$ cat src/noc_flit_pkg.sv
package noc_flit_pkg;

  // every flit on the mesh links is one 32 bit word
  localparam int FLIT_WIDTH = 32;

  // the flit type lives in the two top bits of every flit
  localparam int TYPE_MSB   = FLIT_WIDTH - 1;
  localparam int TYPE_LSB   = FLIT_WIDTH - 2;
  localparam int TYPE_WIDTH = TYPE_MSB - TYPE_LSB + 1;

  typedef enum logic [TYPE_WIDTH-1:0] {
    HEAD_FLIT = 2'b00,
    BODY_FLIT = 2'b01,
    TAIL_FLIT = 2'b10
  } flit_type_t;

  // a head flit carries the packet size right below the type field
  // the size counts only the flits that follow the head
  localparam int SIZE_MSB   = TYPE_LSB - 1;
  localparam int SIZE_LSB   = TYPE_LSB - 8;
  localparam int SIZE_WIDTH = SIZE_MSB - SIZE_LSB + 1;

  // a size of zero means the head flit is the whole packet
  localparam logic [SIZE_WIDTH-1:0] MIN_SIZE_FLIT = '0;

  // the remaining low bits below SIZE_LSB are payload and are never decoded here

endpackage

$ cat src/noc_cfg_pkg.sv
package noc_cfg_pkg;

  // number of virtual channels sharing the outgoing link
  localparam int N_VIRT_CHN = 2;

  // width of a virtual channel number, kept at one bit even for a single channel
  localparam int VC_WIDTH = (N_VIRT_CHN > 1) ? $clog2(N_VIRT_CHN) : 1;

  // input ports that compete for this output port of the router
  localparam int N_IN_PORTS = 4;

  // order in which the virtual channels get the link
  // with ZERO_HIGH_PRIOR channel 0 beats every higher channel
  // with ZERO_LOW_PRIOR the highest numbered channel wins instead
  typedef enum logic {
    ZERO_HIGH_PRIOR = 1'b0,
    ZERO_LOW_PRIOR  = 1'b1
  } prio_order_t;

endpackage
$ cat src/router_out_top.sv
`timescale 1ns/100ps

module router_out_top import noc_cfg_pkg::*; import noc_flit_pkg::*; #(
  parameter int          BUF_DEPTH  = 4,
  parameter prio_order_t H_PRIORITY = ZERO_HIGH_PRIOR
) (
  input  logic                                  clk,
  input  logic                                  arst_n_i,
  // the four input links
  input  logic [N_IN_PORTS-1:0]                 in_valid_i,
  output logic [N_IN_PORTS-1:0]                 in_ready_o,
  input  logic [N_IN_PORTS-1:0][FLIT_WIDTH-1:0] in_flit_i,
  input  logic [N_IN_PORTS-1:0][VC_WIDTH-1:0]   in_vc_i,
  // the shared output link
  output logic                                  out_valid_o,
  input  logic                                  out_ready_i,
  output logic [FLIT_WIDTH-1:0]                 out_flit_o,
  output logic [VC_WIDTH-1:0]                   out_vc_o
);

  // buffer heads as seen by the output arbitration
  logic [N_IN_PORTS-1:0]                 buf_valid;
  logic [N_IN_PORTS-1:0][FLIT_WIDTH-1:0] buf_flit;
  logic [N_IN_PORTS-1:0][VC_WIDTH-1:0]   buf_vc;
  logic [N_IN_PORTS-1:0]                 buf_ready;

  // each input link gets its own small queue
  for (genvar p = 0; p < N_IN_PORTS; p++) begin : g_in_buf
    flit_buffer #(
      .BUF_DEPTH (BUF_DEPTH)
    ) u_flit_buffer (
      .clk        (clk),
      .arst_n_i   (arst_n_i),
      .wr_valid_i (in_valid_i[p]),
      .wr_flit_i  (in_flit_i[p]),
      .wr_vc_i    (in_vc_i[p]),
      .wr_ready_o (in_ready_o[p]),
      .rd_valid_o (buf_valid[p]),
      .rd_flit_o  (buf_flit[p]),
      .rd_vc_o    (buf_vc[p]),
      .rd_ready_i (buf_ready[p])
    );
  end

  // arbitration and output mux drive the link with no register stage on the way out
  output_module #(
    .H_PRIORITY (H_PRIORITY)
  ) u_output_module (
    .clk          (clk),
    .arst_n_i     (arst_n_i),
    .fin_valid_i  (buf_valid),
    .fin_flit_i   (buf_flit),
    .fin_vc_i     (buf_vc),
    .fin_ready_o  (buf_ready),
    .fout_valid_o (out_valid_o),
    .fout_flit_o  (out_flit_o),
    .fout_vc_o    (out_vc_o),
    .fout_ready_i (out_ready_i)
  );

endmodule

$ cat src/output_module.sv
`timescale 1ns/100ps

module output_module import noc_cfg_pkg::*; import noc_flit_pkg::*; #(
  parameter prio_order_t H_PRIORITY = ZERO_HIGH_PRIOR
) (
  input  logic                                  clk,
  input  logic                                  arst_n_i,
  // flits at the head of each input buffer
  input  logic [N_IN_PORTS-1:0]                 fin_valid_i,
  input  logic [N_IN_PORTS-1:0][FLIT_WIDTH-1:0] fin_flit_i,
  input  logic [N_IN_PORTS-1:0][VC_WIDTH-1:0]   fin_vc_i,
  output logic [N_IN_PORTS-1:0]                 fin_ready_o,
  // the outgoing link of this port
  output logic                                  fout_valid_o,
  output logic [FLIT_WIDTH-1:0]                 fout_flit_o,
  output logic [VC_WIDTH-1:0]                   fout_vc_o,
  input  logic                                  fout_ready_i
);

  localparam int PORT_W = (N_IN_PORTS > 1) ? $clog2(N_IN_PORTS) : 1;

  logic [N_VIRT_CHN-1:0][N_IN_PORTS-1:0] req_vc;
  logic [N_VIRT_CHN-1:0][N_IN_PORTS-1:0] grant_vc;
  logic [N_VIRT_CHN-1:0]                 update_vc;
  // channels whose winner has a flit waiting right now
  logic [N_VIRT_CHN-1:0]                 chn_rdy;
  logic [VC_WIDTH-1:0]                   act_vc;
  logic                                  act_found;
  logic [PORT_W-1:0]                     sel_port;
  flit_type_t                            out_type;
  logic                                  pkt_end;

  // sort the buffer heads by the channel they travel on
  always_comb begin
    req_vc = '0;
    for (int v = 0; v < N_VIRT_CHN; v++) begin
      for (int p = 0; p < N_IN_PORTS; p++) begin
        req_vc[v][p] = fin_valid_i[p] && (fin_vc_i[p] == VC_WIDTH'(v));
      end
    end
  end

  // one round robin arbiter per channel, each one locks onto a packet
  for (genvar v = 0; v < N_VIRT_CHN; v++) begin : g_vc_arb
    rr_arbiter #(
      .N_OF_INPUTS (N_IN_PORTS)
    ) u_rr_arbiter (
      .clk      (clk),
      .arst_n_i (arst_n_i),
      .req_i    (req_vc[v]),
      .update_i (update_vc[v]),
      .grant_o  (grant_vc[v])
    );
    // a locked owner whose buffer ran dry does not block the other channels
    assign chn_rdy[v] = |(grant_vc[v] & fin_valid_i);
  end

  // fixed priority between the channels, direction set by the top level
  always_comb begin
    act_vc    = '0;
    act_found = 1'b0;
    if (H_PRIORITY == ZERO_HIGH_PRIOR) begin
      for (int v = 0; v < N_VIRT_CHN; v++) begin
        if (!act_found && chn_rdy[v]) begin
          act_vc    = VC_WIDTH'(v);
          act_found = 1'b1;
        end
      end
    end else begin
      for (int v = N_VIRT_CHN - 1; v >= 0; v--) begin
        if (!act_found && chn_rdy[v]) begin
          act_vc    = VC_WIDTH'(v);
          act_found = 1'b1;
        end
      end
    end
  end

  // turn the one-hot grant of the active channel into a port number
  always_comb begin
    sel_port = '0;
    for (int p = 0; p < N_IN_PORTS; p++) begin
      if (grant_vc[act_vc][p]) begin
        sel_port = PORT_W'(p);
      end
    end
  end

  assign fout_valid_o = act_found;
  assign fout_flit_o  = fin_flit_i[sel_port];
  assign fout_vc_o    = act_vc;

  // only the forwarded input sees the link's ready
  always_comb begin
    fin_ready_o = '0;
    if (act_found) begin
      fin_ready_o[sel_port] = fout_ready_i;
    end
  end

  // a tail flit or a head with size zero closes the packet
  assign out_type = flit_type_t'(fout_flit_o[TYPE_MSB:TYPE_LSB]);
  assign pkt_end  = (out_type == TAIL_FLIT) ||
                    ((out_type == HEAD_FLIT) &&
                     (fout_flit_o[SIZE_MSB:SIZE_LSB] == MIN_SIZE_FLIT));

  // release the arbiter of the active channel once its last flit is taken
  always_comb begin
    update_vc = '0;
    update_vc[act_vc] = fout_valid_o && fout_ready_i && pkt_end;
  end

endmodule

$ cat src/flit_buffer.sv
`timescale 1ns/100ps

module flit_buffer import noc_cfg_pkg::*; import noc_flit_pkg::*; #(
  parameter int BUF_DEPTH = 4
) (
  input  logic                  clk,
  input  logic                  arst_n_i,
  // write side, from the input link
  input  logic                  wr_valid_i,
  input  logic [FLIT_WIDTH-1:0] wr_flit_i,
  input  logic [VC_WIDTH-1:0]   wr_vc_i,
  output logic                  wr_ready_o,
  // read side, towards the output arbitration
  output logic                  rd_valid_o,
  output logic [FLIT_WIDTH-1:0] rd_flit_o,
  output logic [VC_WIDTH-1:0]   rd_vc_o,
  input  logic                  rd_ready_i
);

  localparam int PTR_W = (BUF_DEPTH > 1) ? $clog2(BUF_DEPTH) : 1;
  localparam int CNT_W = $clog2(BUF_DEPTH + 1);

  // each entry keeps the flit next to the channel it travels on
  logic [FLIT_WIDTH-1:0] flit_mem [BUF_DEPTH];
  logic [VC_WIDTH-1:0]   vc_mem   [BUF_DEPTH];

  logic [PTR_W-1:0] wr_ptr_q;
  logic [PTR_W-1:0] rd_ptr_q;
  logic [CNT_W-1:0] count_q;
  logic             push;
  logic             pop;

  // ready is low only when every entry is taken
  assign wr_ready_o = (count_q != CNT_W'(BUF_DEPTH));
  assign rd_valid_o = (count_q != '0);

  // the oldest entry is always on the read side
  assign rd_flit_o = flit_mem[rd_ptr_q];
  assign rd_vc_o   = vc_mem[rd_ptr_q];

  assign push = wr_valid_i & wr_ready_o;
  assign pop  = rd_valid_o & rd_ready_i;

  always_ff @(posedge clk) begin
    if (push) begin
      flit_mem[wr_ptr_q] <= wr_flit_i;
      vc_mem[wr_ptr_q]   <= wr_vc_i;
    end
  end

  always_ff @(posedge clk or negedge arst_n_i) begin
    if (!arst_n_i) begin
      wr_ptr_q <= '0;
      rd_ptr_q <= '0;
      count_q  <= '0;
    end else begin
      // pointers wrap by hand so that depths other than powers of two also work
      if (push) begin
        wr_ptr_q <= (int'(wr_ptr_q) == BUF_DEPTH - 1) ? '0 : wr_ptr_q + 1'b1;
      end
      if (pop) begin
        rd_ptr_q <= (int'(rd_ptr_q) == BUF_DEPTH - 1) ? '0 : rd_ptr_q + 1'b1;
      end
      // a push and a pop in one cycle leave the count as it is
      if (push && !pop) begin
        count_q <= count_q + 1'b1;
      end else if (pop && !push) begin
        count_q <= count_q - 1'b1;
      end
    end
  end

endmodule

$ cat src/rr_arbiter.sv
`timescale 1ns/100ps

module rr_arbiter #(
  parameter int N_OF_INPUTS = 4
) (
  input  logic                   clk,
  input  logic                   arst_n_i,
  input  logic [N_OF_INPUTS-1:0] req_i,
  input  logic                   update_i,
  output logic [N_OF_INPUTS-1:0] grant_o
);

  localparam int IDX_W = (N_OF_INPUTS > 1) ? $clog2(N_OF_INPUTS) : 1;

  // pointer to the input that is looked at first when the arbiter is free
  logic [IDX_W-1:0] ptr_q;
  // set while a packet owns the arbiter
  logic             locked_q;
  logic [IDX_W-1:0] lock_idx_q;

  // first requester found at or after the pointer
  logic [IDX_W-1:0] found_idx;
  logic             found;
  // input that holds the grant in this cycle
  logic [IDX_W-1:0] cur_idx;
  logic             cur_grant;

  // rotating search over the requests, starting at the pointer
  always_comb begin : search_req
    int idx;
    found_idx = '0;
    found     = 1'b0;
    for (int i = 0; i < N_OF_INPUTS; i++) begin
      idx = int'(ptr_q) + i;
      if (idx >= N_OF_INPUTS) begin
        idx = idx - N_OF_INPUTS;
      end
      if (!found && req_i[idx]) begin
        found_idx = IDX_W'(idx);
        found     = 1'b1;
      end
    end
  end

  // a locked arbiter keeps its owner even when the request goes away
  assign cur_idx   = locked_q ? lock_idx_q : found_idx;
  assign cur_grant = locked_q | found;

  always_comb begin
    grant_o = '0;
    if (cur_grant) begin
      grant_o[cur_idx] = 1'b1;
    end
  end

  always_ff @(posedge clk or negedge arst_n_i) begin
    if (!arst_n_i) begin
      ptr_q      <= '0;
      locked_q   <= 1'b0;
      lock_idx_q <= '0;
    end else if (update_i) begin
      // the packet has left, so release and move one past the winner
      locked_q <= 1'b0;
      if (int'(cur_idx) == N_OF_INPUTS - 1) begin
        ptr_q <= '0;
      end else begin
        ptr_q <= cur_idx + 1'b1;
      end
    end else if (!locked_q && found) begin
      // hold the new winner until its last flit is through
      locked_q   <= 1'b1;
      lock_idx_q <= found_idx;
    end
  end

endmodule

$ cat config.mk
export PLATFORM = sky130hd
export DESIGN_NAME = router_out_top
export DESIGN_NICKNAME = d
export VERILOG_FILES = /design/src/noc_flit_pkg.sv /design/src/noc_cfg_pkg.sv /design/src/router_out_top.sv /design/src/output_module.sv /design/src/flit_buffer.sv /design/src/rr_arbiter.sv
export SDC_FILE = /design/constraint.sdc
export NUM_CORES = 1
export LEC_CHECK = 0
export BUFFER_PORTS_ARGS = -buffer_cell sky130_fd_sc_hd__buf_2
export CORE_ASPECT_RATIO = 0.7
export CORE_MARGIN = 1
export CORE_UTILIZATION = 60
export CTS_CLUSTER_SIZE = 16
export DETAILED_ROUTE_END_ITERATION = 6
export GPL_TIMING_DRIVEN = 0
export PLACE_DENSITY = 0.78
export SLEW_MARGIN = 40
export SYNTH_ARGS = -nofsm -noshare
export SYNTH_HDL_FRONTEND = slang
export SYNTH_SLANG_ARGS = --single-unit
$ cat constraint.sdc
create_clock -name clk -period 7.35 [get_ports clk]
set_clock_uncertainty 0.2 [all_clocks]
set_input_delay 1.1025 -clock clk [delete_from_list [all_inputs] [get_ports clk]]
set_output_delay 1.1025 -clock clk [all_outputs]
set_load 0.01 [all_outputs]
==> results by stage <==
Placement:
- The final estimated routing congestion in global placement is between 0.9 and 1.
- The count of buffers added on input and output ports is ~180.
- After detailed placement, the design holds a cell count of approximately 1800.
- The half-perimeter wire length after detailed placement is approximately 33000 um.

Synth:
- Among all flip-flop cells after synthesis, the most frequent one is sky130_fd_sc_hd__edfxtp_1.
- Counting flops with an async set or reset pin after synthesis yields a share of 6.714%.
- The area share of the largest cell type after synthesis is between 60 and 70%.
- The number of distinct library cells after synthesis is between 60 and 70.
- The cell type contributing the most total cell area after synthesis is sky130_fd_sc_hd__edfxtp_1.
- The number of synthesized flops with an enable pin is 528.
- Synthesis produced a netlist with a net count of ~1300.
- The synthesized area per cell is just under 20 sq um.
- After synthesis, the cell types taking the most area are sky130_fd_sc_hd__edfxtp_1, sky130_fd_sc_hd__mux4_2, sky130_fd_sc_hd__dfrtp_1, sky130_fd_sc_hd__ha_1, sky130_fd_sc_hd__nand2_1.
- Yosys printed 0 warnings.
- Summing the sequential cell areas from Yosys gives between 70% and 80% of the chip area.
- The number of register bits inferred by synthesis is approximately 570.
- The mapped cell area is between 20000 and 25000 sq um.
- Synthesis handed over a netlist of around 1200 instances.

Pwr:
- The leakage power total is roughly 9.1 nW.
- Power spread over the standard cell area amounts to between 400 and 500 nW/um^2.
- Overall power consumption after layout is estimated at about 13 mW.
- IR analysis of the VDD net gives a maximum drop of between 0.2 and 0.3 mV.

Run status:
- The flow ran to the end, and the final reports show no timing, DRC or antenna violations.

STA:
- The final clock period utilization by the worst path is 96.95%.
- The final critical path time including I/O delays and setup is ~7.1 ns.
- The transition at the pin with the smallest max-transition slack is 0.7282 ns.
- Summed over all failing endpoints, the final setup total negative slack is 0 ns.
- The achievable clock frequency is 0.1403 GHz.
- Setup repair after global routing left no endpoint under its margin.
- The final max-slew violation count came to 0.
- Measured against its own limit, the worst slew margin works out to between 50% and 60%.
- The count of final hold-check violations is 0.
- Setup violations remaining at the end of the flow were counted as 0.

GRT:
- The number of global-route vias before repair is 12340.
- Global routing finished with a remaining overflow of 0.
- The global-route usage over all layers is 26.38%.
- The maximum number of pins on one net before global-route repair is 39.
- The initial antenna violation count came to 14.
- The global-route wire length before repair is 75090 um.

Setup path:
- The worst setup path is captured at an output port.
- Traced cell by cell, the critical path runs through clkbuf_1, mux4_2, o22ai_1, nor2_1, or2_2, nor3_1, a21o_1, inv_1, ha_1, o31ai_1, nand4_1, o31ai_2, nand2_2, mux2_2, clkbuf_2, o21ai_0, a221o_1, buf_2.
- In this design, the stage delay of the slowest critical-path cell is roughly 0.45 ns.
- The slowest cell on the critical path is sky130_fd_sc_hd__mux2_2.
- The largest fanout of any net on the critical path is 10.
- The arrival time at the worst endpoint is around 5.8 ns.
- The data required time of the critical path is between 6 and 7 ns.
- The setup path with the least slack is of type reg2out.
- The startpoint kind of the worst setup timing path is a flip-flop.

Finish:
- The library cell used most frequently in the layout, excluding fill and tap cells, is sky130_fd_sc_hd__edfxtp_1.
- In the layout the commonest cells are sky130_fd_sc_hd__edfxtp_1, sky130_fd_sc_hd__buf_2, sky130_fd_sc_hd__mux4_2.
- The number of standard cells in the layout, taps in and fillers out is around 2000.
- The fraction of final layout cells sized beyond drive strength 1 is between 30% and 40%.
- From synthesis to final layout, the design area changed by 15.03%.
- The final layout contains approximately 1600 nets.

Clock tree:
- TritonCTS built the clock tree.
- After clock tree synthesis, the clock-pin slew on the worst setup and hold paths is about 0.07 ns.
- The maximum clock path buffer count is 3.
- The number of clock buffers inserted by TritonCTS is 51.
- The CTS root buffer is sky130_fd_sc_hd__clkbuf_16.
- For the worst-skew pair, the clock arrives at the later sink with an insertion delay of 0.60 ns.
- CTS built an H-tree with a depth of 2.
- The number of clock sinks is approximately 570.

Routing:
- The overall routed net length is ~50000 um.
- The via count is approximately 12000.
- Dividing the detail-routed via count by the number of cells gives 6.262.
- Dividing the detail-routed wire length by the instance count gives 25.83 um.
- The residual antenna-violating net count after detailed routing is 0.
- The first-pass iteration count of the detailed router is 5.
- The DRC marker count from the first detailed-route iteration is 1132.
- In the routed design, unresolved DRC markers number 0.

Floorplanning:
- The starting utilization of the core area is approximately three fifths.
- The count of pins on the block boundary is 177.
- In this run the horizontal extent of the chip is 235.6 um.
- The height of the chip is between 150 and 200 um.
- The overall die area is about 39000 sq um.
- The total area inside the core boundary comes to roughly 37000 sq um.
- Row generation in the floorplan step produced between 50 and 60 rows.

Hold path:
- The type of the most critical hold path is in2async.

Flow run:
- Max-cap violations in this run came to 0.
[cells in the mapped netlist, types with 4 or more instances]
cell type                  instances
sky130_fd_sc_hd__edfxtp_1        528
sky130_fd_sc_hd__mux4_2          128
sky130_fd_sc_hd__nand2_1          65
sky130_fd_sc_hd__inv_1            43
sky130_fd_sc_hd__dfrtp_1          38
sky130_fd_sc_hd__o21ai_0          36
sky130_fd_sc_hd__clkbuf_1         34
sky130_fd_sc_hd__ha_1             32
sky130_fd_sc_hd__nor2_1           28
sky130_fd_sc_hd__a221o_1          23
sky130_fd_sc_hd__a22oi_1          16
sky130_fd_sc_hd__and3_1           16
sky130_fd_sc_hd__mux2_2           12
sky130_fd_sc_hd__nor3_1           12
sky130_fd_sc_hd__nand4_1          11
sky130_fd_sc_hd__o31ai_1          10
sky130_fd_sc_hd__or3_1            10
sky130_fd_sc_hd__buf_1             8
sky130_fd_sc_hd__xor2_1            8
sky130_fd_sc_hd__a21oi_1           6
sky130_fd_sc_hd__and2_1            6
sky130_fd_sc_hd__nor2b_1           6
sky130_fd_sc_hd__a221oi_1          5
sky130_fd_sc_hd__a22o_1            5
sky130_fd_sc_hd__a31oi_1           5
sky130_fd_sc_hd__buf_4             5
sky130_fd_sc_hd__nor3b_1           5
sky130_fd_sc_hd__and2_0            4
sky130_fd_sc_hd__fa_1              4
sky130_fd_sc_hd__mux4_1            4
sky130_fd_sc_hd__nand3_1           4
sky130_fd_sc_hd__xnor2_1           4
[state kept, by name, summed over array words and instances, names as in the netlist]
register,count
u_output_module.g_vc_arb.u_rr_arbiter.lock_idx_q,4
g_in_buf.u_flit_buffer.wr_ptr_q,8
g_in_buf.u_flit_buffer.flit_mem,512
g_in_buf.u_flit_buffer.vc_mem,16
g_in_buf.u_flit_buffer.count_q,12
u_output_module.g_vc_arb.u_rr_arbiter.ptr_q,4
u_output_module.g_vc_arb.u_rr_arbiter.locked_q,2
g_in_buf.u_flit_buffer.rd_ptr_q,8
[where the power goes]
part	leakage [nW]	switching [mW]	internal (mW)	total [mW]
combinational	3.04	3.30	2.20	5.51
clock	0.815	1.16	1.51	2.67
sequential	5.28	0.264	4.26	4.53
[routing by layer]
metal | global-route usage [%] | vias to the layer above | wire length (um)
met2 | 43.32 | 458 | 24760
li1 | - | 5278 | -
met4 | 8.200 | 10 | 1287
met5 | 0 | - | 62
met1 | 36.32 | 6340 | 20570
met3 | 5.386 | 88 | 3532
[cell families (layout without fill, tap and decap cells)]
group                    count (synthesis)  count (layout)  synth area share [%]
AO/OA/AOI/OAI                          132             132                 4.400
XOR/XNOR                                12              12                0.4585
adder cells (fa/ha/maj)                 36              36                 2.096
buffers and inverters                   96             372                 1.769
flip-flops                             566             566                 73.32
multiplexers                           149             149                 13.89
other                                    0              10                     0
AND/OR/NAND/NOR                        179             179                 4.067
[what timing repair did]
item                       in CTS  in global routing
gates resized for setup         5                 18
setup endpoints to repair      22                 21
pin swaps                       0                  0
hold buffers                    0                  0
setup buffers                   0                  0
cloned                          0                  0
[per-stage QoR]
stage                     hold WS (ns)  util [%]  cell area, sq um  setup slack [ns]
after CTS                       0.3042     70.28             26300           0.01142
after global routing            0.3289     70.41             26350          0.001367
after global placement          0.3557     65.23             24410            0.3090
after detailed placement        0.3565     65.74             24600            0.2476
final                           0.3116     70.45             26370            0.2238
after floorplan                 0.3142         -             22920             1.884
[cell type report]
cell class                      instances  area [sq um]
Antenna cell                           10         25.02
Buffer                                 52         264.0
Clock buffer                           74          1434
Clock inverter                         22         255.2
Fill cell                            2300         11060
Inverter                               43         161.4
Multi-Input combinational cell        508          5827
Sequential cell                       566         16810
Tap cell                              488         610.6
Timing Repair Buffer                  181         983.4
[critical path: cells and delay by family, from the launching register on]
kind | cells | cell delay, ns
AO/OA/AOI/OAI | 6 | 1.58
AND/OR/NAND/NOR | 5 | 1.27
multiplexers | 2 | 0.89
buffers and inverters | 4 | 0.84
flip-flops | 1 | 0.36
adder cells (fa/ha/maj) | 1 | 0.27
[worst paths after layout]
path / startpoint / depth (start not counted) / slack, ns / endpoint
setup / recovery: g_in_buf[3].u_flit_buffer.rd_ptr_q[1]$_DFFE_PN0P_ / 18 / 0.22 / out_flit_o[3]
hold / removal: arst_n_i / 1 / 0.31 / g_in_buf[1].u_flit_buffer.wr_ptr_q[1]$_DFFE_PN0P_
setup reg to reg: g_in_buf[3].u_flit_buffer.rd_ptr_q[1]$_DFFE_PN0P_ / 22 / 0.94 / g_in_buf[1].u_flit_buffer.count_q[1]$_DFFE_PN0P_
hold reg to reg: g_in_buf[3].u_flit_buffer.count_q[2]$_DFFE_PN0P_ / 1 / 0.38 / g_in_buf[3].u_flit_buffer.count_q[2]$_DFFE_PN0P_
max in group asynchronous: arst_n_i / 1 / 6.23 / g_in_buf[0].u_flit_buffer.rd_ptr_q[0]$_DFFE_PN0P_
min in group clk: g_in_buf[3].u_flit_buffer.count_q[2]$_DFFE_PN0P_ / 1 / 0.38 / g_in_buf[3].u_flit_buffer.count_q[2]$_DFFE_PN0P_
(Power assumes the default switching activity.)
